<file path="config.mk">
export PLATFORM = sky130hd
export DESIGN_NAME = mips_core_top
export DESIGN_NICKNAME = d
export VERILOG_FILES = /design/src/rtl/mips_pkg.sv /design/src/rtl/fetch_stage.sv /design/src/rtl/reg_file.sv /design/src/rtl/decode_stage.sv /design/src/rtl/execute_stage.sv /design/src/rtl/memory_stage.sv /design/src/rtl/pipe_ctrl.sv /design/src/rtl/mips_core_top.sv
export VERILOG_INCLUDE_DIRS = /design/src /design/src/rtl
export SDC_FILE = /design/constraint.sdc
export NUM_CORES = 2
export LEC_CHECK = 0
export ABC_AREA = 1
export BUFFER_PORTS_ARGS = -buffer_cell sky130_fd_sc_hd__buf_2
export CAP_MARGIN = 0
export CORE_ASPECT_RATIO = 1.4
export CORE_UTILIZATION = 25
export CTS_BUF_LIST = sky130_fd_sc_hd__clkbuf_8
export DETAILED_ROUTE_END_ITERATION = 12
export SLEW_MARGIN = 0
export SYNTH_ARGS = -nofsm -noshare
export SYNTH_HDL_FRONTEND = slang
export SYNTH_SLANG_ARGS = --single-unit
</file>
<file path="constraint.sdc">
create_clock -name clk -period 9.5 [get_ports clk]
set_input_delay 0.475 -clock clk [delete_from_list [all_inputs] [get_ports clk]]
set_output_delay 0.475 -clock clk [all_outputs]
set_load 0.02 [all_outputs]
</file>
<file path="src/rtl/mips_defs.svh">
`ifndef MIPS_DEFS_SVH
`define MIPS_DEFS_SVH

// datapath and register index widths.
`define MIPS_XLEN     32
`define MIPS_REG_AW   5
`define MIPS_RESET_PC 32'h0000_0000

// primary opcodes.
`define MIPS_OP_RTYPE 6'h00
`define MIPS_OP_ADDIU 6'h09
`define MIPS_OP_ANDI  6'h0c
`define MIPS_OP_ORI   6'h0d
`define MIPS_OP_LUI   6'h0f
`define MIPS_OP_LW    6'h23
`define MIPS_OP_SW    6'h2b

// function codes, R format only.
`define MIPS_FN_ADDU  6'h21
`define MIPS_FN_SUBU  6'h23
`define MIPS_FN_AND   6'h24
`define MIPS_FN_OR    6'h25
`define MIPS_FN_XOR   6'h26
`define MIPS_FN_SLT   6'h2a

`endif

</file>
<file path="src/rtl/mips_pkg.sv">
`default_nettype none
`include "mips_defs.svh"

package mips_pkg;

    typedef struct packed {
        logic [5:0]              opcode;
        logic [`MIPS_REG_AW-1:0] rs;
        logic [`MIPS_REG_AW-1:0] rt;
        logic [`MIPS_REG_AW-1:0] rd;
        logic [4:0]              shamt;
        logic [5:0]              funct;
    } r_fmt_t;

    typedef struct packed {
        logic [5:0]              opcode;
        logic [`MIPS_REG_AW-1:0] rs;
        logic [`MIPS_REG_AW-1:0] rt;
        logic [15:0]             imm;
    } i_fmt_t;

    // one fetched word, seen as register or immediate format.
    typedef union packed {
        r_fmt_t r_fmt;
        i_fmt_t i_fmt;
    } instr_u;

    typedef enum logic [2:0] {
        ALU_ADD,
        ALU_SUB,
        ALU_AND,
        ALU_OR,
        ALU_XOR,
        ALU_SLT,
        ALU_LUI,
        ALU_NOP
    } alu_op_e;

    typedef enum logic [1:0] {
        MEM_NONE,
        MEM_LOAD,
        MEM_STORE
    } mem_op_e;

endpackage

`default_nettype wire

</file>
<file path="src/rtl/fetch_stage.sv">
`default_nettype none
`include "mips_defs.svh"

module fetch_stage (
    input  wire                   clk,
    input  wire                   rst_n,
    input  wire                   en_pc_i,
    input  wire                   en_ifid_i,
    input  wire                   en_idex_i,
    input  wire mips_pkg::instr_u imem_rdata_i,
    output logic [`MIPS_XLEN-1:0] pc_o,
    output mips_pkg::instr_u      id_instr_o
);

    // one word per enabled cycle.
    always_ff @(posedge clk or negedge rst_n) begin
        if (!rst_n) begin
            pc_o <= `MIPS_RESET_PC;
        end else if (en_pc_i) begin
            pc_o <= pc_o + 32'd4;
        end
    end

    // the all-zero word is sll r0, r0, 0 and retires as a no-op.
    always_ff @(posedge clk or negedge rst_n) begin
        if (!rst_n) begin
            id_instr_o <= '0;
        end else if (en_ifid_i) begin
            id_instr_o <= imem_rdata_i;
        end else if (en_idex_i) begin
            id_instr_o <= '0;
        end
    end

endmodule

`default_nettype wire

</file>
<file path="src/rtl/reg_file.sv">
`default_nettype none
`include "mips_defs.svh"

module reg_file (
    input  wire                      clk,
    input  wire                      rst_n,
    input  wire                      we_i,
    input  wire [`MIPS_REG_AW-1:0]   waddr_i,
    input  wire [`MIPS_XLEN-1:0]     wdata_i,
    input  wire [`MIPS_REG_AW-1:0]   raddr_s_i,
    input  wire [`MIPS_REG_AW-1:0]   raddr_t_i,
    output logic [`MIPS_XLEN-1:0]    rdata_s_o,
    output logic [`MIPS_XLEN-1:0]    rdata_t_o
);

    logic [`MIPS_XLEN-1:0] regs_q [1:31];

    // architectural state starts at zero.
    always_ff @(posedge clk or negedge rst_n) begin
        if (!rst_n) begin
            for (int i = 1; i < 32; i++) begin
                regs_q[i] <= '0;
            end
        end else if (we_i && waddr_i != '0) begin
            regs_q[waddr_i] <= wdata_i;
        end
    end

    // write-through, so writeback needs no forwarding path of its own.
    function automatic logic [`MIPS_XLEN-1:0] read_port(input logic [`MIPS_REG_AW-1:0] addr);
        if (addr == '0) begin
            return '0;
        end else if (we_i && waddr_i == addr) begin
            return wdata_i;
        end
        return regs_q[addr];
    endfunction

    assign rdata_s_o = read_port(raddr_s_i);
    assign rdata_t_o = read_port(raddr_t_i);

endmodule

`default_nettype wire

</file>
<file path="src/rtl/decode_stage.sv">
`default_nettype none
`include "mips_defs.svh"

module decode_stage (
    input  wire                    clk,
    input  wire                    rst_n,
    input  wire                    en_idex_i,
    input  wire                    en_exmm_i,
    input  wire mips_pkg::instr_u  instr_i,
    input  wire                    wb_we_i,
    input  wire [`MIPS_REG_AW-1:0] wb_addr_i,
    input  wire [`MIPS_XLEN-1:0]   wb_data_i,
    input  wire                    ex_we_i,
    input  wire                    ex_is_load_i,
    input  wire [`MIPS_REG_AW-1:0] ex_dest_i,
    input  wire [`MIPS_XLEN-1:0]   ex_result_i,
    input  wire                    mm_we_i,
    input  wire [`MIPS_REG_AW-1:0] mm_dest_i,
    input  wire [`MIPS_XLEN-1:0]   mm_result_i,
    output logic [`MIPS_REG_AW-1:0] rs_o,
    output logic [`MIPS_REG_AW-1:0] rt_o,
    output mips_pkg::alu_op_e       ex_alu_op_o,
    output mips_pkg::mem_op_e       ex_mem_op_o,
    output logic                    ex_we_o,
    output logic [`MIPS_REG_AW-1:0] ex_dest_o,
    output logic [`MIPS_XLEN-1:0]   ex_a_o,
    output logic [`MIPS_XLEN-1:0]   ex_b_o,
    output logic [`MIPS_XLEN-1:0]   ex_store_data_o
);

    import mips_pkg::*;

    logic [`MIPS_XLEN-1:0]   rf_s;
    logic [`MIPS_XLEN-1:0]   rf_t;
    logic [`MIPS_XLEN-1:0]   op_a;
    logic [`MIPS_XLEN-1:0]   op_t;
    logic [`MIPS_XLEN-1:0]   imm_ext;
    logic [`MIPS_REG_AW-1:0] dest;
    alu_op_e                 alu_op;
    mem_op_e                 mem_op;
    logic                    we;
    logic                    use_imm;
    logic                    zero_ext;

    assign rs_o = instr_i.i_fmt.rs;
    assign rt_o = instr_i.i_fmt.rt;

    reg_file u_reg_file (
        .clk       (clk),
        .rst_n     (rst_n),
        .we_i      (wb_we_i),
        .waddr_i   (wb_addr_i),
        .wdata_i   (wb_data_i),
        .raddr_s_i (rs_o),
        .raddr_t_i (rt_o),
        .rdata_s_o (rf_s),
        .rdata_t_o (rf_t)
    );

    // ======================================================================
    // instruction decode
    // ======================================================================

    always_comb begin
        alu_op   = ALU_NOP;
        mem_op   = MEM_NONE;
        we       = 1'b0;
        use_imm  = 1'b1;
        zero_ext = 1'b0;
        dest     = instr_i.i_fmt.rt;
        case (instr_i.r_fmt.opcode)
            `MIPS_OP_RTYPE: begin
                use_imm = 1'b0;
                dest    = instr_i.r_fmt.rd;
                we      = 1'b1;
                case (instr_i.r_fmt.funct)
                    `MIPS_FN_ADDU: alu_op = ALU_ADD;
                    `MIPS_FN_SUBU: alu_op = ALU_SUB;
                    `MIPS_FN_AND:  alu_op = ALU_AND;
                    `MIPS_FN_OR:   alu_op = ALU_OR;
                    `MIPS_FN_XOR:  alu_op = ALU_XOR;
                    `MIPS_FN_SLT:  alu_op = ALU_SLT;
                    default:       we     = 1'b0;
                endcase
            end
            `MIPS_OP_ADDIU: begin
                alu_op = ALU_ADD;
                we     = 1'b1;
            end
            `MIPS_OP_ANDI: begin
                alu_op   = ALU_AND;
                we       = 1'b1;
                zero_ext = 1'b1;
            end
            `MIPS_OP_ORI: begin
                alu_op   = ALU_OR;
                we       = 1'b1;
                zero_ext = 1'b1;
            end
            `MIPS_OP_LUI: begin
                alu_op = ALU_LUI;
                we     = 1'b1;
            end
            `MIPS_OP_LW: begin
                alu_op = ALU_ADD;
                mem_op = MEM_LOAD;
                we     = 1'b1;
            end
            `MIPS_OP_SW: begin
                alu_op = ALU_ADD;
                mem_op = MEM_STORE;
            end
            default: ;
        endcase
        // r0 is never a destination downstream.
        if (dest == '0) begin
            we = 1'b0;
        end
    end

    assign imm_ext = zero_ext ? {16'b0, instr_i.i_fmt.imm}
                              : {{16{instr_i.i_fmt.imm[15]}}, instr_i.i_fmt.imm};

    // youngest producer wins; a load in execute is covered by the interlock.
    function automatic logic [`MIPS_XLEN-1:0] fwd(input logic [`MIPS_REG_AW-1:0] idx,
                                                  input logic [`MIPS_XLEN-1:0]   rf_val);
        if (ex_we_i && !ex_is_load_i && ex_dest_i == idx) begin
            return ex_result_i;
        end else if (mm_we_i && mm_dest_i == idx) begin
            return mm_result_i;
        end
        return rf_val;
    endfunction

    assign op_a = fwd(rs_o, rf_s);
    assign op_t = fwd(rt_o, rf_t);

    // ======================================================================
    // ID/EX register
    // ======================================================================

    always_ff @(posedge clk or negedge rst_n) begin
        if (!rst_n) begin
            ex_alu_op_o <= ALU_NOP;
            ex_mem_op_o <= MEM_NONE;
            ex_we_o     <= 1'b0;
            ex_dest_o   <= '0;
        end else if (en_idex_i) begin
            ex_alu_op_o <= alu_op;
            ex_mem_op_o <= mem_op;
            ex_we_o     <= we;
            ex_dest_o   <= dest;
        end else if (en_exmm_i) begin
            ex_alu_op_o <= ALU_NOP;
            ex_mem_op_o <= MEM_NONE;
            ex_we_o     <= 1'b0;
            ex_dest_o   <= '0;
        end
    end

    always_ff @(posedge clk) begin
        if (en_idex_i) begin
            ex_a_o          <= op_a;
            ex_b_o          <= use_imm ? imm_ext : op_t;
            ex_store_data_o <= op_t;
        end
    end

    // forwarding also matches r0 and relies on no later stage writing it.
    a_no_r0_write: assert property (@(posedge clk) disable iff (!rst_n)
        !(ex_we_i && ex_dest_i == '0) && !(mm_we_i && mm_dest_i == '0));

endmodule

`default_nettype wire

</file>
<file path="src/rtl/execute_stage.sv">
`default_nettype none
`include "mips_defs.svh"

module execute_stage (
    input  wire                     clk,
    input  wire                     rst_n,
    input  wire                     en_exmm_i,
    input  wire                     en_mmwb_i,
    input  wire mips_pkg::alu_op_e  alu_op_i,
    input  wire mips_pkg::mem_op_e  mem_op_i,
    input  wire                     we_i,
    input  wire [`MIPS_REG_AW-1:0]  dest_i,
    input  wire [`MIPS_XLEN-1:0]    a_i,
    input  wire [`MIPS_XLEN-1:0]    b_i,
    input  wire [`MIPS_XLEN-1:0]    store_data_i,
    output logic [`MIPS_XLEN-1:0]   result_o,
    output mips_pkg::mem_op_e       mm_mem_op_o,
    output logic                    mm_we_o,
    output logic [`MIPS_REG_AW-1:0] mm_dest_o,
    output logic [`MIPS_XLEN-1:0]   mm_result_o,
    output logic [`MIPS_XLEN-1:0]   mm_store_data_o
);

    import mips_pkg::*;

    // also the effective address for lw and sw.
    always_comb begin
        case (alu_op_i)
            ALU_ADD: result_o = a_i + b_i;
            ALU_SUB: result_o = a_i - b_i;
            ALU_AND: result_o = a_i & b_i;
            ALU_OR:  result_o = a_i | b_i;
            ALU_XOR: result_o = a_i ^ b_i;
            ALU_SLT: result_o = {{(`MIPS_XLEN-1){1'b0}}, $signed(a_i) < $signed(b_i)};
            ALU_LUI: result_o = {b_i[15:0], 16'b0};
            default: result_o = '0;
        endcase
    end

    always_ff @(posedge clk or negedge rst_n) begin
        if (!rst_n) begin
            mm_mem_op_o <= MEM_NONE;
            mm_we_o     <= 1'b0;
            mm_dest_o   <= '0;
        end else if (en_exmm_i) begin
            mm_mem_op_o <= mem_op_i;
            mm_we_o     <= we_i;
            mm_dest_o   <= dest_i;
        end else if (en_mmwb_i) begin
            mm_mem_op_o <= MEM_NONE;
            mm_we_o     <= 1'b0;
            mm_dest_o   <= '0;
        end
    end

    always_ff @(posedge clk) begin
        if (en_exmm_i) begin
            mm_result_o     <= result_o;
            mm_store_data_o <= store_data_i;
        end
    end

endmodule

`default_nettype wire

</file>
<file path="src/rtl/memory_stage.sv">
`default_nettype none
`include "mips_defs.svh"

module memory_stage (
    input  wire                     clk,
    input  wire                     rst_n,
    input  wire                     en_mmwb_i,
    input  wire mips_pkg::mem_op_e  mem_op_i,
    input  wire                     we_i,
    input  wire [`MIPS_REG_AW-1:0]  dest_i,
    input  wire [`MIPS_XLEN-1:0]    result_i,
    input  wire [`MIPS_XLEN-1:0]    store_data_i,
    input  wire [`MIPS_XLEN-1:0]    dmem_rdata_i,
    input  wire                     dmem_stall_i,
    output logic                    dmem_req_o,
    output logic                    dmem_we_o,
    output logic [`MIPS_XLEN-1:0]   dmem_addr_o,
    output logic [`MIPS_XLEN-1:0]   dmem_wdata_o,
    output logic                    stall_o,
    output logic [`MIPS_XLEN-1:0]   fwd_result_o,
    output logic                    wb_we_o,
    output logic [`MIPS_REG_AW-1:0] wb_addr_o,
    output logic [`MIPS_XLEN-1:0]   wb_data_o
);

    import mips_pkg::*;

    assign dmem_req_o   = (mem_op_i != MEM_NONE);
    assign dmem_we_o    = (mem_op_i == MEM_STORE);
    assign dmem_addr_o  = {result_i[`MIPS_XLEN-1:2], 2'b00};
    assign dmem_wdata_o = store_data_i;

    // the bus stall only counts against a pending request.
    assign stall_o = dmem_req_o && dmem_stall_i;

    assign fwd_result_o = (mem_op_i == MEM_LOAD) ? dmem_rdata_i : result_i;

    // a held stage leaves a bubble behind, so writeback happens once.
    always_ff @(posedge clk or negedge rst_n) begin
        if (!rst_n) begin
            wb_we_o   <= 1'b0;
            wb_addr_o <= '0;
        end else if (en_mmwb_i) begin
            wb_we_o   <= we_i;
            wb_addr_o <= dest_i;
        end else begin
            wb_we_o   <= 1'b0;
            wb_addr_o <= '0;
        end
    end

    always_ff @(posedge clk) begin
        if (en_mmwb_i) begin
            wb_data_o <= fwd_result_o;
        end
    end

    // holding EX/MM under stall keeps the whole request steady.
    a_req_stable: assert property (@(posedge clk) disable iff (!rst_n)
        stall_o |=> $stable({dmem_req_o, dmem_we_o, dmem_addr_o, dmem_wdata_o}));

endmodule

`default_nettype wire

</file>
<file path="src/rtl/pipe_ctrl.sv">
`default_nettype none
`include "mips_defs.svh"

module pipe_ctrl (
    input  wire                    rst_n,
    input  wire                    dmem_stall_i,
    input  wire                    ex_is_load_i,
    input  wire [`MIPS_REG_AW-1:0] ex_dest_i,
    input  wire [`MIPS_REG_AW-1:0] id_rs_i,
    input  wire [`MIPS_REG_AW-1:0] id_rt_i,
    output logic                   en_pc_o,
    output logic                   en_ifid_o,
    output logic                   en_idex_o,
    output logic                   en_exmm_o,
    output logic                   en_mmwb_o
);

    logic       load_use;
    logic [4:0] en;

    // load data only exists one stage later, so decode must wait a cycle.
    assign load_use = ex_is_load_i && (ex_dest_i != '0) &&
                      (ex_dest_i == id_rs_i || ex_dest_i == id_rt_i);

    // order is pc, if/id, id/ex, ex/mm, mm/wb.
    always_comb begin
        if (!rst_n) begin
            en = 5'b11111;
        end else if (dmem_stall_i) begin
            en = 5'b00000;
        end else if (load_use) begin
            en = 5'b00011;
        end else begin
            en = 5'b11111;
        end
    end

    assign {en_pc_o, en_ifid_o, en_idex_o, en_exmm_o, en_mmwb_o} = en;

endmodule

`default_nettype wire

</file>
<file path="src/rtl/mips_core_top.sv">
`default_nettype none
`include "mips_defs.svh"

module mips_core_top (
    input  wire                   clk,
    input  wire                   rst_n,
    output logic [`MIPS_XLEN-1:0] imem_addr_o,
    input  wire [`MIPS_XLEN-1:0]  imem_rdata_i,
    output logic                  dmem_req_o,
    output logic                  dmem_we_o,
    output logic [`MIPS_XLEN-1:0] dmem_addr_o,
    output logic [`MIPS_XLEN-1:0] dmem_wdata_o,
    input  wire [`MIPS_XLEN-1:0]  dmem_rdata_i,
    input  wire                   dmem_stall_i
);

    import mips_pkg::*;

    logic                    en_pc;
    logic                    en_ifid;
    logic                    en_idex;
    logic                    en_exmm;
    logic                    en_mmwb;
    instr_u                  id_instr;
    logic [`MIPS_REG_AW-1:0] id_rs;
    logic [`MIPS_REG_AW-1:0] id_rt;
    alu_op_e                 ex_alu_op;
    mem_op_e                 ex_mem_op;
    logic                    ex_we;
    logic                    ex_is_load;
    logic [`MIPS_REG_AW-1:0] ex_dest;
    logic [`MIPS_XLEN-1:0]   ex_a;
    logic [`MIPS_XLEN-1:0]   ex_b;
    logic [`MIPS_XLEN-1:0]   ex_store_data;
    logic [`MIPS_XLEN-1:0]   ex_result;
    mem_op_e                 mm_mem_op;
    logic                    mm_we;
    logic [`MIPS_REG_AW-1:0] mm_dest;
    logic [`MIPS_XLEN-1:0]   mm_result;
    logic [`MIPS_XLEN-1:0]   mm_store_data;
    logic [`MIPS_XLEN-1:0]   mm_fwd_result;
    logic                    dmem_stall;
    logic                    wb_we;
    logic [`MIPS_REG_AW-1:0] wb_addr;
    logic [`MIPS_XLEN-1:0]   wb_data;

    assign ex_is_load = (ex_mem_op == MEM_LOAD);

    // ======================================================================
    // pipeline stages
    // ======================================================================

    fetch_stage u_fetch (
        .clk          (clk),
        .rst_n        (rst_n),
        .en_pc_i      (en_pc),
        .en_ifid_i    (en_ifid),
        .en_idex_i    (en_idex),
        .imem_rdata_i (imem_rdata_i),
        .pc_o         (imem_addr_o),
        .id_instr_o   (id_instr)
    );

    decode_stage u_decode (
        .clk             (clk),
        .rst_n           (rst_n),
        .en_idex_i       (en_idex),
        .en_exmm_i       (en_exmm),
        .instr_i         (id_instr),
        .wb_we_i         (wb_we),
        .wb_addr_i       (wb_addr),
        .wb_data_i       (wb_data),
        .ex_we_i         (ex_we),
        .ex_is_load_i    (ex_is_load),
        .ex_dest_i       (ex_dest),
        .ex_result_i     (ex_result),
        .mm_we_i         (mm_we),
        .mm_dest_i       (mm_dest),
        .mm_result_i     (mm_fwd_result),
        .rs_o            (id_rs),
        .rt_o            (id_rt),
        .ex_alu_op_o     (ex_alu_op),
        .ex_mem_op_o     (ex_mem_op),
        .ex_we_o         (ex_we),
        .ex_dest_o       (ex_dest),
        .ex_a_o          (ex_a),
        .ex_b_o          (ex_b),
        .ex_store_data_o (ex_store_data)
    );

    execute_stage u_execute (
        .clk             (clk),
        .rst_n           (rst_n),
        .en_exmm_i       (en_exmm),
        .en_mmwb_i       (en_mmwb),
        .alu_op_i        (ex_alu_op),
        .mem_op_i        (ex_mem_op),
        .we_i            (ex_we),
        .dest_i          (ex_dest),
        .a_i             (ex_a),
        .b_i             (ex_b),
        .store_data_i    (ex_store_data),
        .result_o        (ex_result),
        .mm_mem_op_o     (mm_mem_op),
        .mm_we_o         (mm_we),
        .mm_dest_o       (mm_dest),
        .mm_result_o     (mm_result),
        .mm_store_data_o (mm_store_data)
    );

    memory_stage u_memory (
        .clk          (clk),
        .rst_n        (rst_n),
        .en_mmwb_i    (en_mmwb),
        .mem_op_i     (mm_mem_op),
        .we_i         (mm_we),
        .dest_i       (mm_dest),
        .result_i     (mm_result),
        .store_data_i (mm_store_data),
        .dmem_rdata_i (dmem_rdata_i),
        .dmem_stall_i (dmem_stall_i),
        .dmem_req_o   (dmem_req_o),
        .dmem_we_o    (dmem_we_o),
        .dmem_addr_o  (dmem_addr_o),
        .dmem_wdata_o (dmem_wdata_o),
        .stall_o      (dmem_stall),
        .fwd_result_o (mm_fwd_result),
        .wb_we_o      (wb_we),
        .wb_addr_o    (wb_addr),
        .wb_data_o    (wb_data)
    );

    // ======================================================================
    // stage enables
    // ======================================================================

    pipe_ctrl u_pipe_ctrl (
        .rst_n        (rst_n),
        .dmem_stall_i (dmem_stall),
        .ex_is_load_i (ex_is_load),
        .ex_dest_i    (ex_dest),
        .id_rs_i      (id_rs),
        .id_rt_i      (id_rt),
        .en_pc_o      (en_pc),
        .en_ifid_o    (en_ifid),
        .en_idex_o    (en_idex),
        .en_exmm_o    (en_exmm),
        .en_mmwb_o    (en_mmwb)
    );

endmodule

`default_nettype wire

</file>
# --- Word level (Yosys, flattened, before mapping) ---
# Index checks and enable logic that the tools add are counted.
# W data, S select, Z words.
classes:
  order_cmp: 5
  addsub: 3
  n_eq_ne: 27
  bitwise: 6
  muxes: 62
  reduce_logical: 29
op_table:
  columns: ["op", "count"]
  rows:
  - ["$bwmux W992", 1]
  - ["$mux W32", 22]
  - ["$bmux W32 S5", 2]
  - ["$pmux W32 S7", 1]
  - ["$demux W32 S5", 1]
  - ["$eq A6 B6 Y1 const B", 8]
  - ["$mux W5", 9]
  - ["$add A32 B3 Y32 const B", 1]
  - ["$add A32 B32 Y32", 1]
  - ["$and A32 B32 Y32", 1]
  - ["$lt A32 B32 Y1", 1]
  - ["$or A32 B32 Y32", 1]
  - ["$sub A32 B32 Y32", 1]
  - ["$xor A32 B32 Y32", 1]
  - ["$eq A5 B5 Y1", 6]
  - ["$eq A6 B4 Y1 const B", 4]
  - ["$ge A6 B6 Y1 const B", 3]
  - ["$not A5 Y6", 3]
  - ["$pmux W3 S6", 1]
  - ["$mux W1", 16]
  - ["$logic_not A5 Y1", 3]
  - ["$pmux W3 S5", 1]
  - ["$logic_and A1 B1 Y1", 12]
  - ["$reduce_bool A5 Y1", 2]
  - ["19 further kinds", 30]
totals:
  register_bits: 1273
  input_bits: 67
  elab_cells: 180

# --- Logic depth before layout (Yosys ltp) ---
depth:
  depth_word: 8
  ltp_mapped: 19

# --- Modules after synthesis ---
# From an unflattened synthesis, not the netlist that was laid out.
unflattened:
  hier_cells: 11690
  hier_area_um2: 78694.2
modules_own_cells:
  columns: ["module", "cells_each", "area_per_inst_um2", "instances", "seq_area_each_um2"]
  rows:
  - ["reg_file", 8845, 58021.9, 1, 24823.8]
  - ["execute_stage", 1385, 8660.8, 1, 2122.0]
  - ["decode_stage", 817, 6572.6, 1, 3161.8]
  - ["fetch_stage", 361, 2996.6, 1, 1551.5]
  - ["memory_stage", 226, 2197.1, 1, 1111.1]
  - ["pipe_ctrl", 54, 235.2, 1, 0.0]
  - ["mips_core_top", 2, 10.0, 1, 0.0]

# --- Worst setup path after synthesis ---
# OpenSTA, ideal clock, no wires.
synth_timing:
  kind: "reg2reg"
  start: "register u_execute.mm_mem_op_o[0]"
  end: "register u_execute.mm_result_o[0] (enable)"
  t_arrival_ps: 3551
  setup_ps: 496
  setup_slack_ps: 5452
  synth_period_minus_slack_ps: 4048
  path_stages_with_launch: 5
  cell_sequence: "dfrtp_1 > inv_1 > nand2_1 > nand2_1 > clkbuf_1"
synth_between:
  elab_chain_len: 4
synth_rtl:
  columns: ["item", "line", "rtl"]
  rows:
  - ["from (decl)", "execute_stage.sv:17", "output mips_pkg::mem_op_e mm_mem_op_o,"]
  - ["from (signal assigned)", "execute_stage.sv:46", "mm_mem_op_o <= mem_op_i;"]
  - ["$reduce_bool A2 Y1", "memory_stage.sv:28", "assign dmem_req_o = (mem_op_i != MEM_NONE);"]
  - ["named net dmem_req_o", "mips_core_top.sv:9", "output logic dmem_req_o,"]
  - ["$logic_and A1 B1 Y1", "memory_stage.sv:34", "assign stall_o = dmem_req_o && dmem_stall_i;"]
  - ["$mux W5", "pipe_ctrl.sv:29", "end else if (dmem_stall_i) begin"]
  - ["$mux W5", "pipe_ctrl.sv:27", "if (!rst_n) begin"]
  - ["to (signal assigned)", "execute_stage.sv:58", "mm_result_o <= result_o;"]
  - ["to (decl)", "execute_stage.sv:20", "output logic [`MIPS_XLEN-1:0] mm_result_o,"]
# The timed path passes the listed nets, and every way through them passes these cells.
# A chain may end at the register's enable or synchronous reset.

# --- Worst setup path after layout ---
layout_timing:
  start: "register u_fetch.id_instr_o[23] in the netlist's numbering"
  end: "register u_decode.ex_a_o[3], data pin"
layout_between:
  elab_chain_len: 6
layout_rtl:
  columns: ["item", "line", "rtl"]
  rows:
  - ["from (decl)", "fetch_stage.sv:12", "output mips_pkg::instr_u id_instr_o"]
  - ["from (signal assigned)", "fetch_stage.sv:29", "id_instr_o <= imem_rdata_i;"]
  - ["$not A5 Y6 (implied by the code) or $eq A5 B5 Y1 (tied branches)", "reg_file.sv:36, reg_file.sv:33", null]
  - ["$bmux W32 S5 or $logic_and A1 B1 Y1 (tied branches)", "reg_file.sv:36, reg_file.sv:33", null]
  - ["$mux W32 (implied by the code) or $mux W1 (tied branches)", "reg_file.sv:36, reg_file.sv:33", null]
  - ["$mux W32 (implied by the code) or $mux W1 (tied branches)", "reg_file.sv:36, reg_file.sv:31", null]
  - ["$mux W32", "reg_file.sv:36", "return regs_q[addr];"]
  - ["$mux W32 *", "decode_stage.sv:132", "return rf_val;"]
  - ["named net u_decode.op_a[3]", "decode_stage.sv:35", "logic [`MIPS_XLEN-1:0] op_a;"]
  - ["to (signal assigned)", "decode_stage.sv:163", "ex_a_o <= op_a;"]
  - ["to (decl)", "decode_stage.sv:26", "output logic [`MIPS_XLEN-1:0] ex_a_o,"]
# Mark *: on every way through the listed nets, which the timed path passes. The rest lies on a longest branch. The select of a mux whose other input is x is not followed.

==> flow_metrics.py <==
metrics = {
    "cts": {
        "htreeDepth": 4,
        "cts_tree": "done",
        "clock_latency_ns": 0.95,
        "clockBufferDepth": 4,
        "clock_sinks": 1271,
        "cts.reportedPaths.clkPinSlew_ns": 0.07,
        "cts_root_buffer": "clkbuf_8",
        "cts_resized": 0,
        "cts_made_buffers": 190,
    },
    "synthesis": {
        "avgSynthCellArea_sq_um": 7.49,
        "ys_warn_count": 0,
        "yosys.cell_types.count": 55,
        "synth_edf_count": 192,
        "synth_flop_cell": "dfrtp_1",
        "synth-seq-cells": 1271,
        "synth.cell_area_sq_um": 72900,
        "yosysSeqAreaShare_pct": 44.9,
        "async_reset_ff_share_pct": 84.9,
        "synthCells": 9742,
    },
    "drt": {
        "wl_per_cell_um": 23.2,
        "drtIter0Drc": 9925,
        "drc": 0,
        "num_vias": 71513,
        "postRouteAntennaNets": 0,
        "routed_wirelength_um": 313000,
        "viasPerCell": 5.29,
        "first_pass_iters": 8,
    },
    "floorplanning": {
        "start_util_pct": 25.1,
        "ios": 165,
        "fp.coreArea_sq_um": 290000,
        "dieHeight_um": 641,
        "dieArea_sq_um": 294000,
        "fp-row-count": 234,
        "die_x_um": 458,
    },
    "sta": {
        "fin_crit_sh_pct": 52.1,
        "hold_viol": 0,
        "rsz0062_at_grt": "false",
        "finClkSkew_ns": 0.0825,
        "clock.fmax_mhz": 202,
        "finalSetupTns_ns": 0,
        "tightest_slew_ns": 1.39,
        "finalSetupViolations": 0,
        "max_slew_margin_pct": 7.12,
        "period_needed_ns": 4.95,
        "finalMaxSlewViolations": 0,
    },
    "setup_path": {
        "crit_slowest_cell": "dfrtp_4",
        "crit_path_start_kind": "flip-flop",
        "path_buf_inv": 3,
        "crit_cells": 9,
        "path_delay_family": "buffers and inverters",
        "r2r_setup_slack_ns": 4.55,
        "r2r_end": "u_decode.ex_a_o[3]",
        "ff2ff_path_depth": 9,
        "crit_chain": "buf_4 > xor2_1 > a21oi_1 > nand3_1 > nor2_4 > buf_4 > inv_1 > o21ai_0 > nand2_1",
        "crit_type": "flip-flop to flip-flop",
        "critPathArrivalTime_ns": 5.62,
        "crit_fanout": 46,
        "slowest_delay_ns": 0.93,
        "crit_required_ns": 10.17,
        "crit_top_cell": "buf_4",
        "worstSetupEndpointType": "flip-flop",
        "reg2reg_from": "u_fetch.id_instr_o[23]",
    },
    "flow_run": {
        "maxCapViolCount": 0,
    },
    "placed_design": {
        "gp_congestion": 0.986,
        "dp_hpwl_um": 184000,
        "portBuffers": 160,
    },
    "pwr": {
        "pwr-share-clk_pct": 34.2,
        "leakagePower_nw": 35.0,
        "power_mw": 14.1,
        "power.switching_mw": 4.97,
        "power_frac_comb_pct": 20.8,
        "p_seq_share_pct": 45.0,
        "switching_share_pct": 35.3,
        "power_density_nw_per_um2": 175,
        "ir_worst_vdd_mv": 0.108,
        "intPower_mw": 9.12,
    },
    "grt": {
        "grt_max_degree": 173,
        "globalRoute.busiestLayer": "met2",
        "grtUsageTotal_pct": 20.6,
        "grt.met2_usage_pct": 33.6,
        "grt_pass1_vias": 67614,
        "met1_usage_pct": 24.6,
        "grt_pass1_wl_um": 457000,
        "antenna_found_initial": 13,
        "overflow": 0,
        "use_met3_pct": 3.56,
    },
    "finish": {
        "syn_to_final_growth_pct": 10.5,
        "layout-drive-gt1-share_pct": 6.77,
        "fin_nets": 9645,
    },
    "status": {
        "status": "complete, no violations",
    },
    "hold_path": {
        "min_path_type": "primary input to flip-flop",
        "holdPathStages": 4,
        "hold_start": "dmem_rdata_i[25]",
        "worst_hold_path.endpoint": "u_memory.wb_data_o[25]",
    },
}
[routing by layer]
metal / share of wire (%) / wire [um]
met5: 0.017 / 53
met4: 7.7 / 24000
met1: 37 / 116000
met3: 9.9 / 31000
met2: 46 / 143000
[worst reg2reg max path: stages (launching register included)]
cell     delay, ns
dfrtp_4       0.93
buf_4         0.74
xor2_1        0.19
a21oi_1       0.15
nand3_1       0.18
nor2_4        0.44
buf_4         0.61
inv_1         0.45
o21ai_0       0.92
nand2_1       0.11
[power groups by stage]
stage / clock network [mW] / logic [mW] / registers (mW)
global route: 5.07 / 3.17 / 6.37
floorplan: 0 / 1.81 / 6.28
detailed placement: 0 / 2.84 / 6.43
finish: 4.82 / 2.93 / 6.35
CTS: 4.87 / 2.86 / 6.33
global placement: 0 / 2.83 / 6.43
[through the flow]
step,hold WS [ns],utilization (%),area (sq um),setup WS (ns),instances
final,0.0575,27.8,80600,4.55,13509
after global routing,0.0762,27.8,80500,4.53,13503
after CTS,0.0173,27.8,80500,4.82,13502
after detailed placement,0.406,26.3,76300,4.79,13129
after global placement,0.401,26.3,76300,4.66,13129
after floorplan,0.179,-,72900,5.45,9745
[cell usage in the layout, fill, tap and decap left out, drive strengths merged, types with 24 or more instances in the layout]
master,netlist,layout
and2,29,29
xor2,30,30
clkbuf,365,223
nand2,2481,2481
inv,833,898
nor2,534,534
nand3,543,543
o22ai,72,72
clkinv,5,41
dfrtp,1076,1076
buf,431,286
nand4,24,24
o221ai,107,107
a221oi,47,47
nor3,51,51
o21ai,1814,1814
dlygate4sd3,0,36
o211ai,266,266
ha,113,113
a21oi,612,612
o2111ai,26,26
edfxtp,192,192
a22oi,28,28
[cells in the mapped netlist, drive strengths merged, types with 6 or more instances]
library cell | number | area share (%)
inv | 833 | 4.3
clkbuf | 365 | 1.9
a22oi | 28 | 0.29
o21bai | 7 | 0.072
o21ai | 1814 | 12
buf | 431 | 3.2
a31oi | 6 | 0.051
edfxtp | 192 | 7.9
nand3 | 543 | 3.7
nor2 | 534 | 2.8
a21oi | 612 | 4.2
nor4 | 11 | 0.12
nand2 | 2481 | 13
ha | 113 | 1.9
xor2 | 30 | 0.36
a221oi | 47 | 0.57
dfrtp | 1076 | 37
nor3 | 51 | 0.45
and2 | 29 | 0.25
o221ai | 107 | 1.3
o22ai | 72 | 0.62
o2111ai | 26 | 0.31
xnor2 | 10 | 0.12
o211ai | 266 | 2.7
nand4 | 24 | 0.21
[registers in the layout, summed over array words and instances (netlist names), 3 cells and up]
register / flops
u_memory.wb_data_o: 32
u_decode.ex_store_data_o: 32
u_execute.mm_result_o: 32
u_decode.ex_a_o: 32
u_fetch.id_instr_o: 32
u_fetch.pc_o: 30
u_execute.mm_dest_o: 5
u_decode.ex_b_o: 32
u_decode.ex_alu_op_o: 3
u_memory.wb_addr_o: 5
u_decode.u_reg_file.regs_q: 992
u_execute.mm_store_data_o: 32
u_decode.ex_dest_o: 5
[kinds of logic (layout without fill, tap and decap cells)]
group	Yosys count	in the layout	synth area share [%]
simple gates	3682	3682	20.5
compound gates	2999	2999	22.8
buf+inv	1634	1497	9.35
flops	1271	1271	44.9
fa+ha+maj	115	115	1.99
xor+xnor	40	40	0.480
other cells	1	11	0.00514
[worst max-delay path by stage]
stage | slack (ns) | start | end
2_1_floorplan | 5.45 | u_execute.mm_mem_op_o[0] | u_execute.mm_result_o[0]
5_1_grt | 4.53 | u_fetch.id_instr_o[23] | u_decode.ex_a_o[3]
6_report | 4.55 | u_fetch.id_instr_o[23] | u_decode.ex_a_o[3]
4_1_cts | 4.82 | u_fetch.id_instr_o[23] | u_decode.ex_a_o[3]
3_3_place_gp | 4.66 | u_fetch.id_instr_o[23] | u_decode.ex_a_o[3]
3_5_place_dp | 4.79 | u_fetch.id_instr_o[23] | u_decode.ex_a_o[3]
[what timing repair did]
item | CTS | global route
setup buffers | 0 | 0
hold buffers | 36 | 0
endpoints found under the hold margin | 74 | 0
[cell type report]
class / count / area, sq um
Sequential cell: 1271 / 32800
Timing Repair Buffer: 322 / 2250
Clock buffer: 223 / 3070
Antenna cell: 7 / 17.5
Tap cell: 3894 / 4870
Fill cell: 31616 / 210000
Inverter: 838 / 3190
Multi-Input combinational cell: 6840 / 33600
Clock inverter: 114 / 771
(Power assumes the default switching activity.)
